$ cat src/read_arbiter.sv
`default_nettype none

module read_arbiter #(
  parameter int  LAT     = 3,
  parameter int  NUMVROW = 96,
  parameter int  NUMVBNK = 2,
  localparam int BITVROW = $clog2(NUMVROW),
  localparam int BITVBNK = $clog2(NUMVBNK)
) (
  input  logic               clk,
  input  logic               rst,
  input  logic               read,
  input  logic [BITVBNK-1:0] rd_bnk,
  input  logic [BITVROW-1:0] rd_adr,
  input  logic               scrub_read,
  input  logic [BITVBNK-1:0] scrub_bnk,
  input  logic [BITVROW-1:0] scrub_adr,
  output logic               scrub_gnt,
  output logic               arb_read,
  output logic [BITVBNK-1:0] arb_bnk,
  output logic [BITVROW-1:0] arb_adr,
  output logic               rd_vld,
  output logic               scrub_vld
);

  logic [LAT-1:0] vld_q;
  logic [LAT-1:0] own_q;  // Set for scrubber reads

  // Host always wins
  assign scrub_gnt = scrub_read && !read;
  assign arb_read  = read || scrub_read;
  assign arb_bnk   = read ? rd_bnk : scrub_bnk;
  assign arb_adr   = read ? rd_adr : scrub_adr;

  always_ff @(posedge clk) begin
    if (rst) begin
      vld_q <= '0;
      own_q <= '0;
    end else begin
      vld_q <= LAT'({vld_q, arb_read});
      own_q <= LAT'({own_q, scrub_gnt});
    end
  end

  assign rd_vld    = vld_q[LAT-1] && !own_q[LAT-1];
  assign scrub_vld = vld_q[LAT-1] && own_q[LAT-1];

  a_one_owner: assert property (@(posedge clk) disable iff (rst) !(rd_vld && scrub_vld))
    else $error("read_arbiter: return claimed by host and scrubber");

  // Host sees a fixed latency whatever the scrubber does
  a_host_lat: assert property (@(posedge clk) disable iff (rst) read |-> ##LAT rd_vld)
    else $error("read_arbiter: host read lost or late");

  a_scrub_lat: assert property (@(posedge clk) disable iff (rst) scrub_gnt |-> ##LAT scrub_vld)
    else $error("read_arbiter: scrub read lost or late");

endmodule

`default_nettype wire

$ cat config.mk
export PLATFORM = sky130hd
export DESIGN_NAME = read_arbiter
export DESIGN_NICKNAME = d
export VERILOG_FILES = /design/src/read_arbiter.sv
export SDC_FILE = /design/constraint.sdc
export NUM_CORES = 1
export LEC_CHECK = 0
export ABC_AREA = 1
export BUFFER_PORTS_ARGS = -buffer_cell sky130_fd_sc_hd__buf_2
export CORE_AREA = 3 3 40 42
export DETAILED_ROUTE_END_ITERATION = 6
export DIE_AREA = 0 0 43 45
export PLACE_DENSITY = 0.57
export REMOVE_ABC_BUFFERS = 1
export SETUP_SLACK_MARGIN = 0.05
export SKIP_LAST_GASP = 1
export SYNTH_ARGS = -nofsm -noshare
export SYNTH_HDL_FRONTEND = slang
export SYNTH_SLANG_ARGS = --single-unit
$ cat constraint.sdc
create_clock -name clk -period 0.8 [get_ports clk]
set_clock_uncertainty 0.05 [all_clocks]
set_input_delay 0.16 -clock clk [delete_from_list [all_inputs] [get_ports clk]]
set_output_delay 0.16 -clock clk [all_outputs]
set_load 0.1 [all_outputs]
# == Yosys cells after proc, flatten, opt, wreduce, memory -nomap -nowiden ==
# Cells that the tools add are included.
# op_classes
mux,2
reduce_logical,6
# ops
operator,count
$mux W7,1
$logic_and A1 B1 Y1,3
$logic_not A1 Y1,2
$logic_or A1 B1 Y1,1
$mux W1,1
# totals
elab_cells,10
regBits,6
inputBits,20

# == Logic depth before layout (Yosys ltp) ==
# depth
ltp_word,2
mapped_depth,4
depth_no_buf,3

# == Worst setup path after synthesis ==
# No wires, ideal clock.
# synth_timing
kind,register -> output
start,reg vld_q[2]
end,out rd_vld
slack_ps,-1009
stages_incl_launch_ff,3
arrival_time_ps,1599
required_time_ps,590
n_path_buf,0
path_cell_list,dfxtp_1 -> inv_1 -> nor2_1
# synth_via
elab_chain_len,1
# synth_lines
item,line_no,rtl
from (decl),26,logic [LAT-1:0] vld_q;
from (signal assigned),40,"vld_q <= LAT'({vld_q, arb_read});"
$logic_and A1 B1 Y1,45,assign rd_vld = vld_q[LAT-1] && !own_q[LAT-1];
to (decl),22,"output logic rd_vld,"
# Every way passes these cells.

# == Worst setup path in the final report ==
# Ends and elaborated chain as after synthesis.

==> results.tsv <==
metric	value	unit
global-route wire length before repair	1.89	mm
maximum number of buffers from clock root to sink	2	
Slew headroom	91.5	%
Final Worst Setup Slack	-0.292	ns
HPWL reported at the end of detailed placement	684	um
leftover overflow at the end of global routing	0	
placeable core region	0.00128	mm^2
static leakage	0.476	nW
share of the core filled with cells	71.3	%
Synth cell types	8	
DP Worst Slack	-0.195	ns
post-synthesis instance total	50	
worst path cell trace	inv_2, nor2_4, buf_12	
largest net degree at the start of global routing	7	
placement row count	13	
crit path time final	1.09	ns
max frequency	916	MHz
result of the run	complete, but fails checks	
worst slew pin tran	0.128	ns
number of top-level design ports	32	
antenna violations before repair	0	
max-capacitance violation count	0	
sink of the worst hold path	own_q[0]	
Register-to-Register Setup Slack	0.28	ns
period utilization	136	%
total CTS buffers	3	
reported net switching power	0.564	mW
Clock transition at path regs	0.04	ns
Worst path top cell family by delay	flip-flops	
number of vias per cell after detailed routing	4.18	
fraction of final layout cells with drive strength greater than 1	80.5	%
CP Data Required Time	0.59	ns
Min-Delay Path Depth	2	
HP Class	in2reg	
GR Util All Layers	13.6	%
Sw Ratio	42.7	%
CP Data Arrival Time	0.88	ns
reg-to-reg startpoint	vld_q[0]	
ant diodes	0	
count of input and output buffers	31	
number of global-route vias before repair	457	
number of pins with negative max-slew slack in the final report	0	
worst vdd ir	0.000806	V
Worst Hold Launch	rst	
drt first-iter violations	7	
proportion of power drawn by flip-flops and latches	24.0	%
drc violations	0	
Internal Power	0.756	mW
post-synthesis to final-layout area growth	198	%
CP endpoint kind	primary output	
delay of the slowest cell on the worst path	0.33	ns
horizontal extent of the die	43	um
netlist area before placement	308	um^2
cell at the root of the clock tree	clkbuf_4	
combinational power share	55.7	%
number of hold-slack violations in the final timing report	0	
fraction of power consumed by the clock network	20.3	%
routed via count	426	
Initial DRT Pass Iterations	2	
final weighted congestion in routability-driven placement	0.669	
post-synthesis sequential area ratio	39.0	%
Final Net Count	109	
CTS tree	yes	
violations in the final reports	setup timing	
crit path max fanout	2	
Final setup violation count	11	
Die ar.	0.00194	mm^2
critical path class	reg2out	
number of levels the H-tree was split into	1	
sort of element at the start of the critical path	flip-flop	
Setup TNS	-1.07	ns
average wire length per cell after detail routing	13.2	um
Avg Synthesized Cell Area	6.16	um^2
Starting Density	24.0	%
path depth of the worst reg2reg path	2	
Synth Warn #	0	
unrepaired setup endpoints after global routing	yes	
overall routed net length	1.35	mm
antenna-violating nets left	0	
count of buffer and inverter cells on the critical path	2	
Power Dens Cells	1440	mW/mm^2
height of the chip	45	um
Max stage delay cell, worst path	dfxtp_2	
Worst-Skew Late Latency	0.24	ns
clock sink count	6	
total of flip-flops plus latches after synthesis	6	
endpoint of the most critical register-to-register path	vld_q[1]	
==> cell type report <==
class / count / area (um^2)
tap: 15 / 18.8
inverter: 9 / 46.3
timing repair buffer: 34 / 399
fill: 83 / 369
timing repair inverter: 1 / 16.3
multi-input combinational: 34 / 290
clock buffer: 3 / 22.5
sequential: 6 / 123
==> kinds of logic (layout without fill, tap and decap cells) <==
| group | count (synthesis) | in the layout | share of synthesized area [%] |
|---|---|---|---|
| and+or+nand+nor | 34 | 34 | 43.9 |
| DFF | 6 | 6 | 39.0 |
| buffers and inverters | 10 | 47 | 17.1 |
==> flip-flops by register name, indices dropped and copies added, names as in the netlist <==
signal / count
own_q: 3
vld_q: 3
==> Yosys cell counts, drive strengths merged <==
cell   number  area share (%)
nor2        8              11
inv         9              13
nand2      26              33
dfxtp       6              39
buf         1             3.7
==> power groups by stage <==
stage | Sequential (mW) | Clock, mW | Combinational (mW)
2_1_floorplan | 0.320 | 0 | 0.342
3_3_place_gp | 0.321 | 0 | 0.595
3_5_place_dp | 0.321 | 0 | 0.597
4_1_cts | 0.317 | 0.286 | 0.683
5_1_grt | 0.318 | 0.305 | 0.763
6_report | 0.317 | 0.268 | 0.735
==> metal layers <==
metal | up-vias | part of all wire, % | track usage [%]
met5 | - | 0 | 0
met1 | 179 | 35 | 12.8
li1 | 216 | - | -
met4 | 0 | 0 | 9.04
met3 | 0 | 16 | 8.37
met2 | 31 | 49 | 22.2
==> timing repair <==
item                       4_1_cts  5_1_grt
resized for setup               41       18
cloned                           2        0
setup buffers                    0        0
hold buffers                     0        0
setup endpoints to repair       12       12
pin swaps                       11        7
==> how the worst max path moves through the flow <==
stage / startpoint / to / slack [ns] / cells after the start
floorplan: vld_q[2] / rd_vld / -1.01 / 2
global placement: read / arb_adr[2] / -0.19 / 5
detailed placement: read / arb_adr[3] / -0.20 / 5
CTS: vld_q[2] / rd_vld / -0.32 / 3
global route: vld_q[2] / rd_vld / -0.34 / 3
finish: vld_q[2] / rd_vld / -0.29 / 3
==> per-stage QoR <==
stage / power (mW) / cell area (um^2) / hold slack, ns / std cells
2_1_floorplan: 0.663 / 297 / 0.177 / 49
3_3_place_gp: 0.916 / 666 / 0.339 / 97
6_report: 1.32 / 916 / 0.115 / 102
5_1_grt: 1.39 / 916 / 0.119 / 102
4_1_cts: 1.29 / 836 / 0.102 / 102
3_5_place_dp: 0.918 / 666 / 0.343 / 97
==> layout by cell type (no fill, tap or decap) <==
cell type	netlist	final
buf_6	1	1
nand2_4	0	18
clkinv_8	0	2
buf_2	0	17
buf_12	0	13
nand2_2	1	4
nor2_1	6	5
dfxtp_1	6	4
inv_2	0	4
buf_4	0	2
nor2_2	2	1
inv_1	8	4
dfxtp_2	0	2
buf_16	0	1
nor2_4	0	2
nand2_1	25	4
clkbuf_4	0	3
Power figures use the tool's default switching activity.
