<file path="src/pseudo_pkg.sv">
`default_nettype none

package pseudo_pkg;

  // ~~~~~~~~~~~~~~~~~~~~~~~~~~~~~~~~~~~~~~~~~~~~~~~~~~~~~~~~~~~~~~~~~~~
  // Word geometry
  // ~~~~~~~~~~~~~~~~~~~~~~~~~~~~~~~~~~~~~~~~~~~~~~~~~~~~~~~~~~~~~~~~~~~
  localparam int WIDTH   = 16;               // Data bits per word
  localparam int PARITY  = 1;                // Even parity bit per word
  localparam int MEMWDTH = WIDTH + PARITY;   // Stored slot
  localparam int NUMWRDS = 3;                // Words per SRAM row
  localparam int BITWRDS = 2;
  localparam int ROWWDTH = NUMWRDS * MEMWDTH;

  // ~~~~~~~~~~~~~~~~~~~~~~~~~~~~~~~~~~~~~~~~~~~~~~~~~~~~~~~~~~~~~~~~~~~
  // Physical row, seen as one vector or as word slots
  // ~~~~~~~~~~~~~~~~~~~~~~~~~~~~~~~~~~~~~~~~~~~~~~~~~~~~~~~~~~~~~~~~~~~
  typedef union packed {
    logic [ROWWDTH-1:0]              flat;
    logic [NUMWRDS-1:0][MEMWDTH-1:0] slot;  // Parity on top of each slot
  } row_t;

endpackage

`default_nettype wire

</file>
<file path="src/row_sram.sv">
`default_nettype none

module row_sram #(
  parameter int  NUMVBNK    = 2,
  parameter int  NUMSROW    = 32,
  parameter int  SRAM_DELAY = 2,
  localparam int BITVBNK    = $clog2(NUMVBNK),
  localparam int BITSROW    = $clog2(NUMSROW)
) (
  input  logic               clk,
  input  logic               mem_write,
  input  logic [BITVBNK-1:0] mem_wr_bnk,
  input  logic [BITSROW-1:0] mem_wr_adr,
  input  pseudo_pkg::row_t   mem_bw,
  input  pseudo_pkg::row_t   mem_din,
  input  logic               mem_read,
  input  logic [BITVBNK-1:0] mem_rd_bnk,
  input  logic [BITSROW-1:0] mem_rd_adr,
  output pseudo_pkg::row_t   mem_dout
);
  import pseudo_pkg::*;

  row_t mem  [NUMVBNK][NUMSROW];
  row_t rd_q [SRAM_DELAY];

  // Bit masked write leaves other slots of the row untouched
  always_ff @(posedge clk) begin
    if (mem_write) begin
      mem[mem_wr_bnk][mem_wr_adr] <= (mem[mem_wr_bnk][mem_wr_adr].flat & ~mem_bw.flat) |
                                     (mem_din.flat & mem_bw.flat);
    end
  end

  always_ff @(posedge clk) begin
    if (mem_read) begin
      rd_q[0] <= mem[mem_rd_bnk][mem_rd_adr];  // Holds when idle
    end
    for (int i = 1; i < SRAM_DELAY; i++) begin
      rd_q[i] <= rd_q[i-1];
    end
  end

  assign mem_dout = rd_q[SRAM_DELAY-1];

  // Row addresses come out of the aligner's divider
  a_row_range: assert property (@(posedge clk)
    (!mem_write || int'(mem_wr_adr) < NUMSROW) && (!mem_read || int'(mem_rd_adr) < NUMSROW))
    else $error("row_sram: row address beyond %0d", NUMSROW);

endmodule

`default_nettype wire

</file>
<file path="config.mk">
export PLATFORM = sky130hd
export DESIGN_NAME = row_sram
export DESIGN_NICKNAME = d
export VERILOG_FILES = /design/src/pseudo_pkg.sv /design/src/row_sram.sv
export SDC_FILE = /design/constraint.sdc
export NUM_CORES = 2
export LEC_CHECK = 0
export BUFFER_PORTS_ARGS = -buffer_cell sky130_fd_sc_hd__buf_2
export CAP_MARGIN = 20
export CORE_ASPECT_RATIO = 0.6
export CORE_MARGIN = 1.5
export CORE_UTILIZATION = 30
export CTS_CLUSTER_SIZE = 14
export DETAILED_ROUTE_END_ITERATION = 6
export PLACE_DENSITY = 0.5
export SETUP_SLACK_MARGIN = 0.1
export SYNTH_ARGS = -nofsm -noshare
export SYNTH_HDL_FRONTEND = slang
export SYNTH_SLANG_ARGS = --single-unit
export TNS_END_PERCENT = 5
</file>
<file path="constraint.sdc">
create_clock -name clk -period 13.15 [get_ports clk]
set_clock_uncertainty 0.2 [all_clocks]
set_input_delay 2.63 -clock clk [delete_from_list [all_inputs] [get_ports clk]]
set_output_delay 2.63 -clock clk [all_outputs]
set_load 0.02 [all_outputs]
</file>
## Yosys cells after proc, flatten, opt, wreduce, memory -nomap -nowiden

Memories as Yosys holds them, arrays and structs flattened.
Cells that the tools add are included.

| storage, ports and cells | value |
|---|---|
| register bits | 0 |
| memory bits (writable) | 3366 |
| memories | 2 |

| cells by class | value |
|---|---|
| magnitude comparators | 3 |
| muxes and demuxes | 12 |
| bitwise operators | 6 |
| reductions and logical operators | 1 |

Memories:

| name | depth | bits a word | rd ports | clocked after memory_dff | write ports | RTL line | text |
|---|---|---|---|---|---|---|---|
| mem | 2 | 1632 | 2 | 0 | 1 | row_sram.sv:23 | `row_t mem [NUMVBNK][NUMSROW];` |
| rd_q | 2 | 51 | 2 | 0 | 2 | row_sram.sv:24 | `row_t rd_q [SRAM_DELAY];` |

Operator list:

| kind | number |
|---|---|
| two-way mux 1632 bit | 1 |
| binary-select mux 51 bit (select 5 bit) | 2 |
| demux 51 bit (select 5 bit) | 1 |
| two-way mux 51 bit | 5 |
| bitwise AND 51 bit | 2 |
| NOT 51 bit | 1 |
| bitwise OR 51 bit | 1 |
| greater-or-equal comparator 6 bit (second input constant) | 2 |
| NOT 5 -> 6 bit | 2 |
| < comparator 6 x 1 -> 1 bit (second input constant) | 1 |
| two-way mux 1 bit | 3 |
| logical AND 1 bit | 1 |

## Longest topological paths before layout

| depth | value |
|---|---|
| depth after elaboration | 6 |
| depth in mapped cells | 11 |
| depth with buffers taken out | 5 |

## Worst setup path before layout

OpenSTA, ideal clock, no wires.

| timing | value |
|---|---|
| path type | input port to flip-flop |
| start point | input mem_wr_adr[1] |
| end point | memory mem[1][100] in the netlist's numbering (enable) |
| setup time | 460 ps |
| arrival time | 6168 ps |
| path slack | 6322 ps |
| stages on the path | 7 |
| buffers on the path | 5 |
| cell sequence | buf_2 buf_2 buf_2 buf_1 buf_2 nand3_1 nor2_1 |

| on the way | value |
|---|---|
| word-level cells in the longest chain between the ends | 6 |

Ends and longest elaborated chain:

| what | RTL line | text |
|---|---|---|
| from (decl) | row_sram.sv:13 | `input logic [BITSROW-1:0] mem_wr_adr,` |
| NOT 5 -> 6 bit (*) | row_sram.sv:29 | `mem[mem_wr_bnk][mem_wr_adr] <= (mem[mem_wr_bnk][mem_wr_adr].flat & ~mem_bw.flat) \|` |
| greater-or-equal comparator 6 bit (implied by the code) / < comparator 6 x 1 -> 1 bit (equally long branches) | row_sram.sv:29 |  |
| logical AND 1 bit (implied by the code) | row_sram.sv:29 |  |
| two-way mux 51 bit (implied by the code) | row_sram.sv:29 |  |
| demux 51 bit (select 5 bit) (*) | row_sram.sv:29 |  |
| two-way mux 1632 bit (implied by the code) (*) | row_sram.sv:29 |  |
| to (decl) | row_sram.sv:23 |  |

Every way passes the cells marked *; elsewhere a longest branch is shown, timed or not.

## Worst setup path after layout

| timing | value |
|---|---|
| start point | input mem_wr_adr[1] |
| end point | memory mem[1][479] in the netlist's numbering (enable) |

The elaborated chain is that of the path after synthesis.

==> results.py <==
metrics = {
    "setup_path": {
        "crit_path_max_fanout": 50,
        "arrival_ns": 7.26,
        "path_class": "in2reg",
        "required_ns": 13.59,
        "cp_slowest_cell": "nand3_1",
        "cpLargestDelayFamily": "buffers and inverters",
        "critPathMaxStageDelay_ns": 0.90,
        "path_cells": "buf_8 -> buf_4 -> nand3_1 -> nor2_4 -> buf_4 -> buf_4",
        "end_kind": "flop",
        "ff2ff_setup_slack_ns": 9.81,
        "path_buf_inv": 4,
        "cp-start-kind": "input pin",
        "crit_path_frequent_cell": "buf_4",
    },
    "synthesis": {
        "synthesis.nets": 7411,
        "synth-seq-area-share_pct": 65.86,
        "synth_seq_cells": 3366,
        "yosys_most_used_dff": "edfxtp_1",
        "synth_top_area_cell": "edfxtp_1",
        "synth.top_cell.area_share_pct": 65.19,
        "ys_top_cells_by_area": "edfxtp_1 (65%), mux4_2 (24%), mux2i_1 (2.9%)",
        "ys_types": 57,
        "synth.avg_cell_area_sq_um": 20.93,
        "ys_warn_count": 0,
        "async_reset_ff_share_pct": 0,
        "synthCells": 7294,
        "synth-edff-count": 3315,
        "syn_area_sq_um": 152700,
    },
    "sta": {
        "tightest_slew_ns": 1.235,
        "setup_tns_ns": 0,
        "timing.hold.ws_ns": 0.1048,
        "maxSlewHeadroom_pct": 17.69,
        "rsz0062_at_grt": "false",
        "setup_viol": 0,
        "fmax_ghz": 0.1466,
        "worst_slack_ns": 6.327,
        "hold_viol": 0,
        "fin_crit_sh_pct": 51.89,
        "drv_slew": 0,
        "period_needed_ns": 6.823,
    },
    "place": {
        "portBuffers": 167,
        "place_ws_ns": 5.103,
        "place_inst": 13918,
        "gp_congestion": 0.8314,
        "dpl.hpwl_mm": 366.8,
    },
    "floorplanning": {
        "io_pins": 168,
        "core-area_sq_um": 505700,
        "die_x_um": 924.0,
        "die_y_um": 555.6,
        "initial_core_util_pct": 30.19,
        "rows": 202,
        "design.die.area_sq_um": 513400,
    },
    "cts": {
        "cts_made_buffers": 342,
        "post_cts_buffers": 0,
        "cts.path.max_buffers": 4,
        "clk_pin_slew_worst_paths_ns": 0.07,
        "hold_buffers": 0,
        "cts_root_buf": "clkbuf_16",
        "cts_tree": "done",
        "clk_latency_ns": 1.03,
        "numClockSinks": 3366,
        "cts_max_level": 5,
        "cts-resized-gates": 0,
    },
    "route": {
        "route.detailed.drc": 0,
        "drtIter0Drc": 16026,
        "drt_pass1_iterations": 6,
        "viasPerCell": 6.197,
        "drt-wirelength-per-cell_um": 43.48,
        "vias": 90199,
        "drt.antenna.violating_nets": 0,
        "routed_wl_mm": 632.9,
    },
    "grt": {
        "overflow": 0,
        "track_usage_pct": 24.06,
        "antenna_found_initial": 102,
        "grt_pass1_vias": 86987,
        "grt_pass1_wl_mm": 835.4,
        "grt_max_degree": 114,
    },
    "finish": {
        "drive_gt1_share_pct": 36.20,
        "ff_latch_area_sq_um": 100600,
        "area_growth_pct": 14.02,
        "fillCellCount": 46518,
        "layout.nets": 7665,
        "multi_input_comb_area_sq_um": 49890,
        "stdcell_count": 14556,
    },
    "power": {
        "ir_worst_vdd_uv": 97.42,
        "total_power_mw": 24.23,
        "p_leak_nw": 53.61,
        "cellPowerDensity_nw_per_um2": 139.2,
    },
    "hold_path": {
        "hp-class": "reg2reg",
    },
    "flow_run": {
        "cap_violations": 0,
    },
    "outcome": {
        "status": "completed",
    },
}
[path summary, 6_finish.rpt]
path / from / cells after the start / end
worst max-delay path: mem_wr_adr[1] / 6 / mem[1][479]
worst min-delay path: rd_q[0][33] / 0 / rd_q[0][84]
worst max register to register: mem[1][1489] / 6 / mem[0][1438]
worst min register to register: rd_q[0][33] / 0 / rd_q[0][84]
[cell usage after synthesis, types with 22 or more instances]
cell,instances
nand3_1,75
buf_4,95
dfxtp_1,51
mux2i_1,440
a221oi_1,45
nor4_1,22
nor2_1,165
o32a_1,26
mux2_2,35
nand2_1,77
o21ai_0,46
clkbuf_1,227
o22ai_1,127
buf_1,51
a21oi_1,114
nor2b_1,29
mux4_2,1636
a22oi_1,234
nand4_1,25
o221ai_1,26
a22o_1,29
inv_1,27
buf_2,228
edfxtp_1,3315
[report_power, final]
part,switching (mW),internal [mW]
clock network,4.49,5.44
logic,1.43,0.752
registers,0.0389,12.1
[sequential cells by signal, indices dropped and copies added, names as in the netlist]
signal,cells
rd_q,102
mem,3264
[layer usage]
metal / track usage (%) / vias to the layer above / share of wire [%]
met5: 0 / - / 0.018
met4: 6.894 / 16 / 3.5
met3: 7.565 / 1014 / 13
met1: 35.12 / 49644 / 41
met2: 34.43 / 6920 / 42
li1: - / 32605 / -
[kinds of logic (layout without fill, tap and decap cells)]
kind of cell           Yosys count  after routing  share of synthesized area [%]
flip-flops                    3366           3366                          65.86
multiplexers                  2111           2111                          27.27
AO/OA/AOI/OAI                  720            720                          3.354
buffers and inverters          649           1162                          2.102
AND/OR/NAND/NOR                448            448                          1.409
other                            0             17                              0
[through the flow]
step | area, sq um | utilization, %
6_report | 174100 | 34.42
5_1_grt | 174100 | 34.42
4_1_cts | 173700 | 34.34
3_5_place_dp | 162800 | 32.19
3_3_place_gp | 162700 | 32.18
2_1_floorplan | 152700 | -
[placed cells by master (no fill, tap or decap), types with 11 or more instances in the layout]
| cell type | n |
|---|---|
| edfxtp_1 | 3315 |
| mux4_2 | 1636 |
| mux2i_1 | 440 |
| clkbuf_16 | 346 |
| buf_4 | 320 |
| a22oi_1 | 234 |
| buf_2 | 158 |
| o22ai_1 | 127 |
| a21oi_1 | 92 |
| nor2_1 | 90 |
| nand2_1 | 74 |
| nand3_1 | 73 |
| nor2_4 | 70 |
| clkinv_1 | 68 |
| clkbuf_1 | 66 |
| dfxtp_1 | 51 |
| clkinv_2 | 47 |
| o21ai_0 | 46 |
| a221oi_1 | 45 |
| buf_12 | 37 |
| mux2_2 | 35 |
| a22o_1 | 29 |
| bufinv_16 | 29 |
| inv_1 | 27 |
| o221ai_1 | 26 |
| nand4_1 | 25 |
| nor4_1 | 22 |
| nor2b_1 | 22 |
| a21oi_4 | 22 |
| o211ai_1 | 20 |
| diode_2 | 17 |
| clkinvlp_4 | 17 |
| o32a_2 | 16 |
| nand2b_1 | 11 |
| o2111ai_1 | 11 |
[cell type report]
cell class	count	share of cell area, %
clock buffers	414	5.131
well taps	6732	4.838
clock inverters	189	1.119
inverters	30	0.07187
diodes	17	0.02443
repair buffers	529	2.397
flip-flops and latches	3366	57.76
multi-input cells	3279	28.65
Power figures use the tool's default switching activity.
