`src/pseudo_pkg.sv`:
```
`default_nettype none

package pseudo_pkg;

  // ~~~~~~~~~~~~~~~~~~~~~~~~~~~~~~~~~~~~~~~~~~~~~~~~~~~~~~~~~~~~~~~~~~~
  // Word geometry
  // ~~~~~~~~~~~~~~~~~~~~~~~~~~~~~~~~~~~~~~~~~~~~~~~~~~~~~~~~~~~~~~~~~~~
  localparam int WIDTH   = 16;               // Data bits per word
  localparam int PARITY  = 1;                // Even parity bit per word
  localparam int MEMWDTH = WIDTH + PARITY;   // Stored slot
  localparam int NUMWRDS = 3;                // Words per SRAM row
  localparam int BITWRDS = 2;
  localparam int ROWWDTH = NUMWRDS * MEMWDTH;

  // ~~~~~~~~~~~~~~~~~~~~~~~~~~~~~~~~~~~~~~~~~~~~~~~~~~~~~~~~~~~~~~~~~~~
  // Physical row, seen as one vector or as word slots
  // ~~~~~~~~~~~~~~~~~~~~~~~~~~~~~~~~~~~~~~~~~~~~~~~~~~~~~~~~~~~~~~~~~~~
  typedef union packed {
    logic [ROWWDTH-1:0]              flat;
    logic [NUMWRDS-1:0][MEMWDTH-1:0] slot;  // Parity on top of each slot
  } row_t;

endpackage

`default_nettype wire

```
`src/parity_scrubber.sv`:
```
`default_nettype none

module parity_scrubber #(
  parameter int  NUMVROW = 96,
  parameter int  NUMVBNK = 2,
  localparam int BITVROW = $clog2(NUMVROW),
  localparam int BITVBNK = $clog2(NUMVBNK),
  localparam int NUMSROW = (NUMVROW + pseudo_pkg::NUMWRDS - 1) / pseudo_pkg::NUMWRDS,
  localparam int BITSROW = $clog2(NUMSROW),
  localparam int BITPADR = pseudo_pkg::BITWRDS + BITSROW
) (
  input  logic               clk,
  input  logic               rst,
  input  logic               scrub_en,
  input  logic               scrub_gnt,
  input  logic               scrub_vld,
  input  logic               al_serr,
  input  logic [BITPADR-1:0] al_padr,
  input  logic [BITVBNK-1:0] al_bnk,
  output logic               scrub_read,
  output logic [BITVBNK-1:0] scrub_bnk,
  output logic [BITVROW-1:0] scrub_adr,
  output logic [15:0]        scrub_err_cnt,
  output logic [BITVBNK-1:0] scrub_err_bnk,
  output logic [BITPADR-1:0] scrub_err_padr,
  output logic               scrub_done
);
  import pseudo_pkg::*;

  localparam logic [BITWRDS-1:0] LAST_SLOT = BITWRDS'((NUMVROW - 1) % NUMWRDS);
  localparam logic [BITSROW-1:0] LAST_ROW  = BITSROW'((NUMVROW - 1) / NUMWRDS);

  localparam logic [1:0] S_IDLE  = 2'd0;
  localparam logic [1:0] S_RUN   = 2'd1;  // Issuing reads
  localparam logic [1:0] S_DRAIN = 2'd2;  // Waiting for the last return
  localparam logic [1:0] S_HOLD  = 2'd3;  // Result kept until scrub_en drops

  logic [1:0] state;
  logic       last_adr;
  logic       last_bnk;
  logic       last_ret;

  assign last_adr   = scrub_adr == BITVROW'(NUMVROW - 1);
  assign last_bnk   = scrub_bnk == BITVBNK'(NUMVBNK - 1);
  assign last_ret   = scrub_vld && (al_bnk == BITVBNK'(NUMVBNK - 1)) &&
                      (al_padr == {LAST_SLOT, LAST_ROW});
  assign scrub_read = (state == S_RUN) && scrub_en;

  // One sweep per scrub_en assertion
  always_ff @(posedge clk) begin
    if (rst) begin
      state      <= S_IDLE;
      scrub_bnk  <= '0;
      scrub_adr  <= '0;
      scrub_done <= 1'b0;
    end else begin
      scrub_done <= (state == S_DRAIN) && last_ret;
      case (state)
        S_IDLE: if (scrub_en) state <= S_RUN;
        S_RUN: begin
          if (scrub_gnt) begin
            if (!last_adr) begin
              scrub_adr <= scrub_adr + 1'b1;
            end else begin
              scrub_adr <= '0;
              scrub_bnk <= last_bnk ? '0 : scrub_bnk + 1'b1;
              if (last_bnk) state <= S_DRAIN;
            end
          end
        end
        S_DRAIN: if (last_ret) state <= S_HOLD;
        default: if (!scrub_en) state <= S_IDLE;
      endcase
    end
  end

  always_ff @(posedge clk) begin
    if (rst) begin
      scrub_err_cnt <= '0;
    end else if (state == S_IDLE && scrub_en) begin
      scrub_err_cnt <= '0;
    end else if (scrub_vld && al_serr) begin
      scrub_err_cnt <= scrub_err_cnt + 16'd1;
    end
  end

  always_ff @(posedge clk) begin
    if (scrub_vld && al_serr) begin
      scrub_err_bnk  <= al_bnk;
      scrub_err_padr <= al_padr;
    end
  end

endmodule

`default_nettype wire

```
`config.mk`:
```
export PLATFORM = sky130hd
export DESIGN_NAME = parity_scrubber
export DESIGN_NICKNAME = d
export VERILOG_FILES = /design/src/pseudo_pkg.sv /design/src/parity_scrubber.sv
export SDC_FILE = /design/constraint.sdc
export NUM_CORES = 1
export LEC_CHECK = 0
export BUFFER_PORTS_ARGS = -buffer_cell sky130_fd_sc_hd__buf_2
export CAP_MARGIN = 20
export CORE_MARGIN = 2
export CORE_UTILIZATION = 45
export CTS_CLUSTER_DIAMETER = 120
export DETAILED_ROUTE_END_ITERATION = 7
export HOLD_SLACK_MARGIN = 0.1
export PLACE_DENSITY = 0.8
export SETUP_SLACK_MARGIN = 0.15
export SYNTH_ARGS = -nofsm -noshare
export SYNTH_HDL_FRONTEND = slang
export SYNTH_SLANG_ARGS = --single-unit
```
`constraint.sdc`:
```
create_clock -name clk -period 1.7 [get_ports clk]
set_input_delay 0.085 -clock clk [delete_from_list [all_inputs] [get_ports clk]]
set_output_delay 0.085 -clock clk [all_outputs]
set_load 0.01 [all_outputs]
```
# Word-level counts from Yosys, hierarchy flattened
# Index checks and enable logic that the tools add are counted.
# totals
out_inout_bits	34
reg_bits	35
# op_classes
muxes	9
reduce_logical	11
eq_ne	10
addsub	3
# op_table
op	n
16-bit by 1-bit adder with 16-bit output (second input constant)	1
7-bit equality test (second input constant)	2
2-bit 2-to-1 mux	6
2-bit != test (second input constant)	5
7-bit by 1-bit adder with 7-bit output (second input constant)	1
7-bit 2-to-1 mux	1
1-bit logical AND	6
2-bit one-hot mux with 3 select lines	1
6-bit AND reduction	1
4-bit by 1-bit != test with 1-bit output (second input constant)	1
3-bit AND reduction	1
2-bit by 1-bit equality test with 1-bit output (second input constant)	1
2-bit equality test (second input constant)	1
2-bit logical NOT	1
2-bit AND reduction	1
2-bit OR reduction	1
1-bit adder (second input constant)	1
1-bit 2-to-1 mux	1

# Depth between registers and ports, before layout
# Gate-level depths: netlist of the first run.
# depth
ltp_word	4
ltp_mapped	6
depth_no_buf	6

# Worst setup path after synthesis of the first run
# Ideal clock, no wire load.
# synth_timing
path_kind	reg2reg
from	reg state[1]
to	reg state[0]
path_stages_with_launch	6
period_less_slack_ps	1678
required_time_ps	1579
t_arrival_ps	1557
slack_ps	22
path_cell_list	dfxtp_1 > inv_1 > ha_1 > a221o_1 > a221oi_4 > mux2_4
# synth_via
elab_chain_cells	3
# synth_lines
item	line	rtl
from (decl)	parity_scrubber.sv:38	logic [1:0] state;
from (signal assigned)	parity_scrubber.sv:52	state <= S_IDLE;
from (signal assigned)	parity_scrubber.sv:59	S_IDLE: if (scrub_en) state <= S_RUN;
from (signal assigned)	parity_scrubber.sv:67	if (last_bnk) state <= S_DRAIN;
2-bit by 1-bit equality test with 1-bit output (tied with other cells)	parity_scrubber.sv:58	case (state)
4-bit by 1-bit != test with 1-bit output (no source line) / 2-bit != test (equally long branches)	-	
6-bit AND reduction (no source line)	-	
# Several ways; a longest one is shown, not always the timed one.
# A chain may end at the register's enable or synchronous reset.

# Worst setup path after layout of the first run
# layout_timing
from	reg state[0]
to	reg state[0]
# The elaborated chain is that of the path after synthesis.

==> results of run 1 <==
-- stage by stage --
stage                     power, W  worst slack (ps)
after floorplan           0.001290             97.90
after global placement    0.001402             54.66
after detailed placement  0.001422             23.50
after CTS                 0.002086             81.51
after global routing      0.002217             20.81
final                     0.002100             91.34
-- cell type report --
type                            instances  area, um^2
Multi-Input combinational cell        120       843.3
Sequential cell                        35       795.8
Inverter                                7       31.28
Clock inverter                          3       38.79
Tap cell                               46       57.56
Timing Repair Buffer                   75       470.5
Fill cell                             295        1089
Clock buffer                            5       37.54
-- what timing repair did --
action                                  CTS  global route
gates resized for setup                   4             4
endpoints found under the setup margin    3             9
buffers inserted                          5             4
pin swaps                                 5             5
hold endpoints to repair                 16             0
hold buffers                             10             0
-- report_power, final --
group / total (W) / leakage (nW) / switching (W) / internal, W
clock network: 0.000579 / 0.0426 / 0.000277 / 0.000302
logic: 0.000581 / 0.665 / 0.000266 / 0.000315
registers: 0.000939 / 0.296 / 0.0000400 / 0.000899
total: 0.00210 / 1.00 / 0.000583 / 0.00152
-- synthesized netlist by cell type (2+ instances only) --
cell type | count | share of area [%]
xnor2_1 | 8 | 4.4
nand2b_1 | 3 | 1.2
nor3_1 | 4 | 1.3
mux2i_1 | 2 | 1.3
nand2_1 | 21 | 5.0
and3_1 | 2 | 0.79
ha_1 | 6 | 4.7
a31oi_1 | 3 | 1.2
dfxtp_1 | 27 | 34
and2_1 | 4 | 1.6
nand3_1 | 5 | 1.6
nor4_1 | 2 | 0.79
a21oi_1 | 7 | 2.2
inv_1 | 7 | 1.7
xor2_1 | 5 | 2.8
nor2_1 | 20 | 4.7
a41o_1 | 3 | 1.9
or3_1 | 3 | 1.2
edfxtp_1 | 8 | 15
o21ai_0 | 2 | 0.63
nand4_1 | 6 | 2.4
-- worst paths after layout --
path | endpoint | slack [ps]
worst max-delay path | state[0] | 90
worst min-delay path | scrub_adr[1] | 160
worst max register to register | state[0] | 90
worst min register to register | scrub_err_cnt[15] | 480
-- worst register-to-register path: cells and delay by family (launching register included) --
kind / cells / cell delay (ps)
flops: 1 / 400
fa+ha+maj: 1 / 160
compound gates: 2 / 570
buf+inv: 1 / 60
mux: 1 / 320
-- kinds of logic (layout without fill, tap and decap cells) --
logic type | Yosys count | in the layout | synth area share [%]
buffers and inverters | 9 | 90 | 2.124
and+or+nand+nor | 78 | 78 | 25.02
DFF | 35 | 35 | 49.10
adders and majority gates | 6 | 6 | 4.721
muxes | 3 | 3 | 2.203
xor gates and xnor gates | 13 | 13 | 7.160
AOI/OAI and AO/OA | 20 | 20 | 9.678
-- sequential cells by signal, summed over array words and instances, names as in the netlist --
| name | count |
|---|---|
| scrub_err_cnt | 16 |
| scrub_adr | 7 |
| scrub_err_padr | 7 |
| state | 2 |
| scrub_bnk | 1 |
| scrub_done | 1 |
| scrub_err_bnk | 1 |
-- per-layer routing --
layer	vias up	track usage, %	part of all wire, %
li1	739	-	-
met1	706	21.83	43
met2	46	31.05	49
met3	8	6.607	5.5
met4	0	7.337	2.0
met5	-	0	0
-- placed cells by master, fill, tap and decap left out, types with 3 or more instances in the layout --
cell / netlist / layout
dfxtp_4: 0 / 4
inv_1: 7 / 5
buf_4: 0 / 18
dlygate4sd3_1: 0 / 10
ha_4: 0 / 4
nor2_1: 20 / 19
nand4_1: 6 / 6
buf_2: 0 / 47
or3_1: 3 / 3
nor3_1: 4 / 3
xor2_1: 5 / 5
nand3_1: 5 / 5
edfxtp_1: 8 / 8
a21oi_1: 7 / 7
nand2_1: 21 / 21
and2_1: 4 / 3
clkbuf_4: 0 / 5
dfxtp_1: 27 / 23
nand2b_1: 3 / 3
a31oi_1: 3 / 3
a41o_1: 3 / 3
xnor2_1: 8 / 8
==> results.txt, run 1 <==
drt total wl: 3514 um
R2R depth: 5
syn_nets: 184
number of global-route vias before repair: 1,320
hold depth: 4
hpwl dp: 2451 um
CP Data Arrival Time: 1840 ps
top_reg_cell synth: dfxtp_1
HP Class: in -> reg
Avg WL per Cell: 12.08 um
Clock Root Buffer: clkbuf_4
worst-path cell chain: inv_4 > ha_4 > a221o_1 > a221oi_4 > mux2_4
RSZ-0062 raised after global routing: yes
hold_sp: scrub_gnt
fmax: 621.6 MHz
Max Cap Viol: 0
final hold slack: 158.1 ps
CP Capture Type: flop
first-pass GRT wire length: 5775 um
Core ar.: 3363 um^2
WP depth: 5
DRC violations left: 0
GRT Residual Overflow: 0
fin util: 67.63%
placer congestion estimate: 0.7747
row count: 21
TritonCTS clock tree: built
worst IR drop on VDD: 674.8 uV
slew margin rel.: 73.54%
fraction of registers with async set/reset: 0%
Distinct cells, synth: 37
Crit. Startpoint: state[0]
GR Util All Layers: 18.65%
largest net degree at the start of global routing: 16
I/O Buffers: 47
Placed Cells: 264
initial antenna violation count: 0
Initial Utilization: 47.28%
DR pass1 iterations: 4
kind of critical path: reg -> reg
Layout Cells excl Fill: 291
final worst path period need: 1609 ps
Cells after Synth: 164
Setup crit start kind: flop
share of cells above drive strength 1: 37.14%
area grow syn2layout: 43.04%
Syn Area/Cell: 9.697 um^2
crit-path max cell delay: 400 ps
vias: 1,499
CTS H-Tree Depth: 2
iteration-0 DRC count of the detailed router: 59
delay-heaviest family, CP: compound AO/OA/AOI/OAI gates
io pins: 48
clk_skew: 7.300 ps
Syn. warnings: 0
Power per Cell Area: 923.0 nW/um^2
Crit Path Max Fanout: 3
CTS Sinks: 35
DIE HEIGHT: 63.45 um
setup TNS: 0 ps
number of synthesized flops with an enable pin: 8
WP data required: 1940 ps
Num CTS Buffers: 5
Max Transition Viols Final: 0
dpl cell area: 2009 um^2
clk buf depth: 2
status: finished clean
ant diodes: 0
DRT antenna net count: 0
Clock Latency Late Sink: 340 ps
Clock transition at path regs: 110 ps
Buffers & Inverters on Critical Path: 1
Via-to-Cell Ratio: 5.151
flops & latches, synth: 35
Die W: 63.45 um
area of the die: 4025 um^2
Slowest-stage cell, CP: dfxtp_4
reg2reg start: state[0]
Synth Cell Area: 1590 um^2
Tightest Pin Transition: 396.5 ps
Post-Layout Inst Area: 2275 um^2
sequential share of the synthesized area: 49.10%
final hold violation count: 0
fin nets: 264
Final Cycle Share: 94.63%
Final setup violation count: 0
leakage power: 1.004 nW
Note: power is estimated with default switching activity, not from simulation.
==> run 2, diff against run 1 <==
Settings changed: GPL_TIMING_DRIVEN from default to 0.
==> run 2 against run 1 <==
Against the previous run:
- sequential share of layout area up 1.0 points
- clock power down 25%
- via count down 5.7%
- cell count down 2.1%
- core utilization down 1.7 points
- final area down 2.5%
- worst setup slack better by 7.5 ps
==> results.txt, run 2 (synthesis results as in run 1) <==
fmax: 624.6 MHz (was 621.6 MHz)
status: finished clean (unchanged)
I/O Buffers: 47 (unchanged)
DRC violations left: 0 (unchanged)
setup TNS: 0 ps (unchanged)
most frequent cells in the layout: buf_2, nand2_1, dfxtp_1, nor2_1 (was buf_2, dfxtp_1, nand2_1, nor2_1, buf_4)
Via-to-Cell Ratio: 4.958 (was 5.151)
Initial Utilization: 47.28% (unchanged)
Num CTS Buffers: 5 (unchanged)
ant diodes: 0 (unchanged)
clk buf depth: 2 (unchanged)
CTS H-Tree Depth: 2 (unchanged)
GR Util All Layers: 18.17% (was 18.65%)
delay-heaviest family, CP: compound AO/OA/AOI/OAI gates (unchanged)
largest net degree at the start of global routing: 13 (was 16)
TritonCTS clock tree: built (unchanged)
CP Data Arrival Time: 1850 ps (was 1840 ps)
worst IR drop on VDD: 636.7 uV (was 674.8 uV)
Largest regs: scrub_err_cnt: 16 flops, scrub_adr: 7 flops, scrub_err_padr: 7 flops (unchanged)
Die W: 63.45 um (unchanged)
Clock Latency Late Sink: 350 ps (was 340 ps)
Slowest-stage cell, CP: dfxtp_4 (unchanged)
final worst path period need: 1601 ps (was 1609 ps)
area grow syn2layout: 39.50% (was 43.04%)
final hold slack: 143.7 ps (was 158.1 ps)
hpwl dp: 2316 um (was 2451 um)
Core ar.: 3363 um^2 (unchanged)
Final setup violation count: 0 (unchanged)
Crit Path Max Fanout: 4 (was 3)
Setup crit start kind: flop (unchanged)
CP Capture Type: flop (unchanged)
Buffers & Inverters on Critical Path: 1 (unchanged)
final hold violation count: 0 (unchanged)
iteration-0 DRC count of the detailed router: 49 (was 59)
Layout Cells excl Fill: 285 (was 291)
initial antenna violation count: 0 (unchanged)
total power: 0.001928 W (was 0.002100 W)
Tightest Pin Transition: 463.4 ps (was 396.5 ps)
vias: 1,413 (was 1,499)
DRT antenna net count: 0 (unchanged)
area of the die: 4025 um^2 (unchanged)
commonest non-fill, non-tap cell in the layout: buf_2 (unchanged)
crit-path max cell delay: 410 ps (was 400 ps)
slew margin rel.: 69.11% (was 73.54%)
WP data required: 1950 ps (was 1940 ps)
Max Transition Viols Final: 0 (unchanged)
HP Class: in -> reg (unchanged)
Max Cap Viol: 0 (unchanged)
max reg flops: 16 (unchanged)
Final Cycle Share: 94.18% (was 94.63%)
GRT Residual Overflow: 0 (unchanged)
clk_skew: 13.40 ps (was 7.300 ps)
drt total wl: 3427 um (was 3514 um)
Clock Root Buffer: clkbuf_4 (unchanged)
Top reg by flops: scrub_err_cnt (unchanged)
number of global-route vias before repair: 1,352 (was 1,320)
Clock transition at path regs: 110 ps (about the same)
kind of critical path: reg -> reg (unchanged)
placer congestion estimate: 0.8027 (was 0.7747)
leakage power: 0.9763 nW (was 1.004 nW)
fin nets: 258 (was 264)
share of cells above drive strength 1: 36.82% (was 37.14%)
DR pass1 iterations: 4 (unchanged)
CTS Sinks: 35 (unchanged)
Power per Cell Area: 869.0 nW/um^2 (was 923.0 nW/um^2)
RSZ-0062 raised after global routing: yes (unchanged)
worst-path cell chain: inv_4 > ha_4 > a221o_1 > a221oi_4 > mux2_4 (unchanged)
DIE HEIGHT: 63.45 um (unchanged)
Placed Cells: 257 (was 264)
first-pass GRT wire length: 5706 um (was 5775 um)
row count: 21 (unchanged)
Avg WL per Cell: 12.02 um (was 12.08 um)
io pins: 48 (unchanged)
[run 2: cell count changes in the layout (fill, tap and decap cells not counted), sizes merged]
cell    previous run  this run
clkinv             2         3
bufinv             1         0
buf               65        57
clkbuf             5         7
[run 2: layout make-up]
type                       count  area [um^2]
buffer                         2        8.758
clock buffer                   5        37.54
clock inverter                 3        15.01
fill                         298         1145
inverter                       7        31.28
multi-input combinational    120        859.6
sequential                    35        798.3
tap                           46        57.56
timing repair buffer          67        410.4
[run 2: layer usage]
layer / track usage [%] / vias to the layer above / routed length (um)
met3: 5.893 / 8 / 170
li1: - / 727 / -
met2: 29.74 / 35 / 1610
met1: 21.45 / 643 / 1573
met5: 0 / - / 0
met4: 8.696 / 0 / 73
[run 2: worst paths after layout]
kind / from / to / slack, ps / cells past startpoint
worst min register to register: scrub_adr[1] / scrub_adr[1] / 480 / 2
worst max-delay path: state[0] / state[0] / 100 / 5
worst min-delay path: scrub_en / scrub_err_cnt[15] / 140 / 4
worst max register to register: state[0] / state[0] / 100 / 5
[run 2: worst register-to-register path, stage by stage (launching register included)]
cell and delay [ps]:
dfxtp_4 410, inv_4 60, ha_4 160, a221o_1 340
a221oi_4 220, mux2_4 320
[run 2: what timing repair did]
item,CTS,global route
hold buffers,10,0
pin swaps,6,4
gates resized for setup,5,9
setup endpoints to repair,4,16
gates cloned,0,0
hold endpoints to repair,10,0
buffers inserted,7,3
[run 2: report_power, final]
group / switching [W] / internal [W] / leakage, nW
registers: 0.0000474 / 0.000901 / 0.297
clock network: 0.000282 / 0.000154 / 0.0347
logic: 0.000256 / 0.000288 / 0.645
[run 2: per-stage QoR]
stage                     worst slack (ps)  cell area, um^2  utilization, %
after CTS                            101.5             2166           64.40
after global placement               45.95             1949           57.96
after detailed placement             28.14             1949           57.96
after global routing                 63.62             2218           65.96
after floorplan                      97.90             1657               -
final                                98.88             2218           65.96
==> run 3, diff against run 2 <==
==> constraint.sdc (replaced) <==
create_clock -name clk -period 1.7 [get_ports clk]
set_input_delay 0.255 -clock clk [delete_from_list [all_inputs] [get_ports clk]]
set_output_delay 0.255 -clock clk [all_outputs]
set_load 0.01 [all_outputs]
==> run 3 against run 2 <==
Against the previous run:
- sequential cell count is the same
- die area is the same
- final area shrank 0.90%
- first-iteration DRC count grew 35%
- via count grew 0.42%
- clock skew is essentially flat
- clock power is essentially flat
- global-route usage shrank 0.19 points
- combinational power grew 3%
- register-to-register slack is essentially flat
- non-clock buffer count shrank 2
- fmax is essentially flat
==> results.txt, run 3 (synthesis results as in run 1) <==
DR pass1 iterations: 4 (unchanged)
M3 GR Usage: 5.893% (unchanged)
crit-path max cell delay: 400 ps (was 410 ps)
DRT antenna net count: 0 (unchanged)
Clock Latency Late Sink: 350 ps (about the same)
Via-to-Cell Ratio: 5.014 (was 4.958)
Crit Path Max Fanout: 4 (unchanged)
worst IR drop on VDD: 650.3 uV (was 636.7 uV)
share of cells above drive strength 1: 37.97% (was 36.82%)
GRT Residual Overflow: 0 (unchanged)
hold_sp: al_padr[6] (was scrub_en)
DIE HEIGHT: 63.45 um (unchanged)
dpl cell area: 1949 um^2 (unchanged)
Max Transition Viols Final: 0 (unchanged)
number of global-route vias before repair: 1,329 (was 1,352)
fin nets: 256 (was 258)
Placed Cells: 257 (unchanged)
Clock transition at path regs: 110 ps (about the same)
vias: 1,419 (was 1,413)
ant diodes: 0 (unchanged)
most frequent cells in the layout: buf_2, nand2_1, dfxtp_1, nor2_1, buf_4 (was buf_2, nand2_1, dfxtp_1, nor2_1)
met2 usage in global routing: 29.34% (was 29.74%)
commonest non-fill, non-tap cell in the layout: buf_2 (unchanged)
Max Cap Viol: 0 (unchanged)
drt total wl: 3377 um (was 3427 um)
status: finished clean (unchanged)
WP data required: 1950 ps (about the same)
slew margin rel.: 69.05% (was 69.11%)
leakage power: 0.9733 nW (was 0.9763 nW)
kind of critical path: reg -> reg (unchanged)
hold depth: 1 (was 4)
DRC violations left: 0 (unchanged)
iteration-0 DRC count of the detailed router: 66 (was 49)
Setup crit start kind: flop (unchanged)
Slowest-stage cell, CP: dfxtp_4 (unchanged)
CTS Sinks: 35 (unchanged)
FF-to-FF setup slack: 100 ps (about the same)
Initial Utilization: 47.28% (unchanged)
Post-Layout Inst Area: 2198 um^2 (was 2218 um^2)
io pins: 48 (unchanged)
placer congestion estimate: 0.8027 (unchanged)
area grow syn2layout: 38.24% (was 39.50%)
CP Data Arrival Time: 1850 ps (about the same)
TritonCTS clock tree: built (unchanged)
Num CTS Buffers: 5 (unchanged)
Final Cycle Share: 94.15% (was 94.18%)
Core ar.: 3363 um^2 (unchanged)
I/O Buffers: 47 (unchanged)
max reg flops: 16 (unchanged)
row count: 21 (unchanged)
Top reg by flops: scrub_err_cnt (unchanged)
clk buf depth: 2 (unchanged)
GR Util All Layers: 17.99% (was 18.17%)
hpwl dp: 2316 um (unchanged)
area of the die: 4025 um^2 (unchanged)
RSZ-0062 raised after global routing: yes (unchanged)
GR peak layer: met2 (unchanged)
Final setup violation count: 0 (unchanged)
final worst path period need: 1601 ps (about the same)
largest net degree at the start of global routing: 13 (unchanged)
final hold violation count: 0 (unchanged)
Power per Cell Area: 883.7 nW/um^2 (was 869.0 nW/um^2)
CTS H-Tree Depth: 2 (unchanged)
Clock Root Buffer: clkbuf_4 (unchanged)
fmax: 624.8 MHz (was 624.6 MHz)
Die W: 63.45 um (unchanged)
Worst Hold Endpoint: scrub_err_padr[6] (was scrub_err_cnt[15])
Layout Cells excl Fill: 283 (was 285)
Tightest Pin Transition: 464.2 ps (was 463.4 ps)
worst-path cell chain: inv_4 > ha_4 > a221o_1 > a221oi_4 > mux2_4 (unchanged)
CP Capture Type: flop (unchanged)
Avg WL per Cell: 11.93 um (was 12.02 um)
Largest regs: scrub_err_cnt: 16 flops, scrub_adr: 7 flops, scrub_err_padr: 7 flops (unchanged)
R2R Path End: state[0] (unchanged)
initial antenna violation count: 0 (unchanged)
R2R depth: 5 (unchanged)
reg2reg start: state[0] (unchanged)
clk_skew: 12.91 ps (was 13.40 ps)
first-pass GRT wire length: 5623 um (was 5706 um)
HP Class: in -> reg (unchanged)
met1 Track Usage GR: 21.23% (was 21.45%)
## run 3: metrics by stage
step                TNS (ps)  util (%)  total power, W  hold slack [ps]  setup WS, ps
floorplan                  0         -        0.001290            353.9         97.90
global placement      -66.18     57.96        0.001385            452.1        -66.18
detailed placement    -64.79     57.96        0.001390            450.2        -64.79
CTS                        0     63.50        0.001913            101.6         101.5
global route               0     65.36        0.002045            101.7         63.62
finish                     0     65.36        0.001943            117.2         99.45
## run 3: area by class of cell
| type | count | area, um^2 |
|---|---|---|
| timing repair buffer | 65 | 387.9 |
| multi-input combinational | 120 | 862.1 |
| tap | 46 | 57.56 |
| sequential | 35 | 798.3 |
| clock inverter | 3 | 15.01 |
| buffer | 2 | 8.758 |
| inverter | 7 | 31.28 |
| fill | 299 | 1165 |
| clock buffer | 5 | 37.54 |
## run 3: critical path, delay by kind of cell, from the launching register on
| family | cells | cell delay (ps) |
|---|---|---|
| DFF | 1 | 400 |
| muxes | 1 | 320 |
| buffers and inverters | 1 | 60 |
| AOI/OAI and AO/OA | 2 | 560 |
| adders and majority gates | 1 | 160 |
## run 3: layer usage
layer  part of all wire, %  routed length, um
met5                     0                  0
met4                   2.2                 73
met3                   5.0                169
met2                    47               1599
met1                    45               1534
## run 3: power breakdown
part / leakage (nW) / switching (W) / internal (W)
logic: 0.642 / 0.000260 / 0.000299
registers: 0.297 / 0.0000480 / 0.000901
clock network: 0.0347 / 0.000282 / 0.000154
total: 0.973 / 0.000589 / 0.00135
## run 3: repair_timing
action	CTS	global route
hold buffers	7	0
resized for setup	5	10
hold endpoints to repair	7	0
buffers inserted	7	4
endpoints found under the setup margin	5	17
pin swaps	6	4
## run 3: worst max path at each step
stage | endpoint | slack [ps] | cells after the start | start
3_5_place_dp | state[0] | -60 | 5 | al_padr[4]
3_3_place_gp | state[0] | -70 | 5 | al_padr[4]
2_1_floorplan | state[0] | 100 | 5 | state[1]
4_1_cts | state[0] | 100 | 6 | state[1]
5_1_grt | state[0] | 60 | 5 | state[0]
6_report | state[0] | 100 | 5 | state[0]
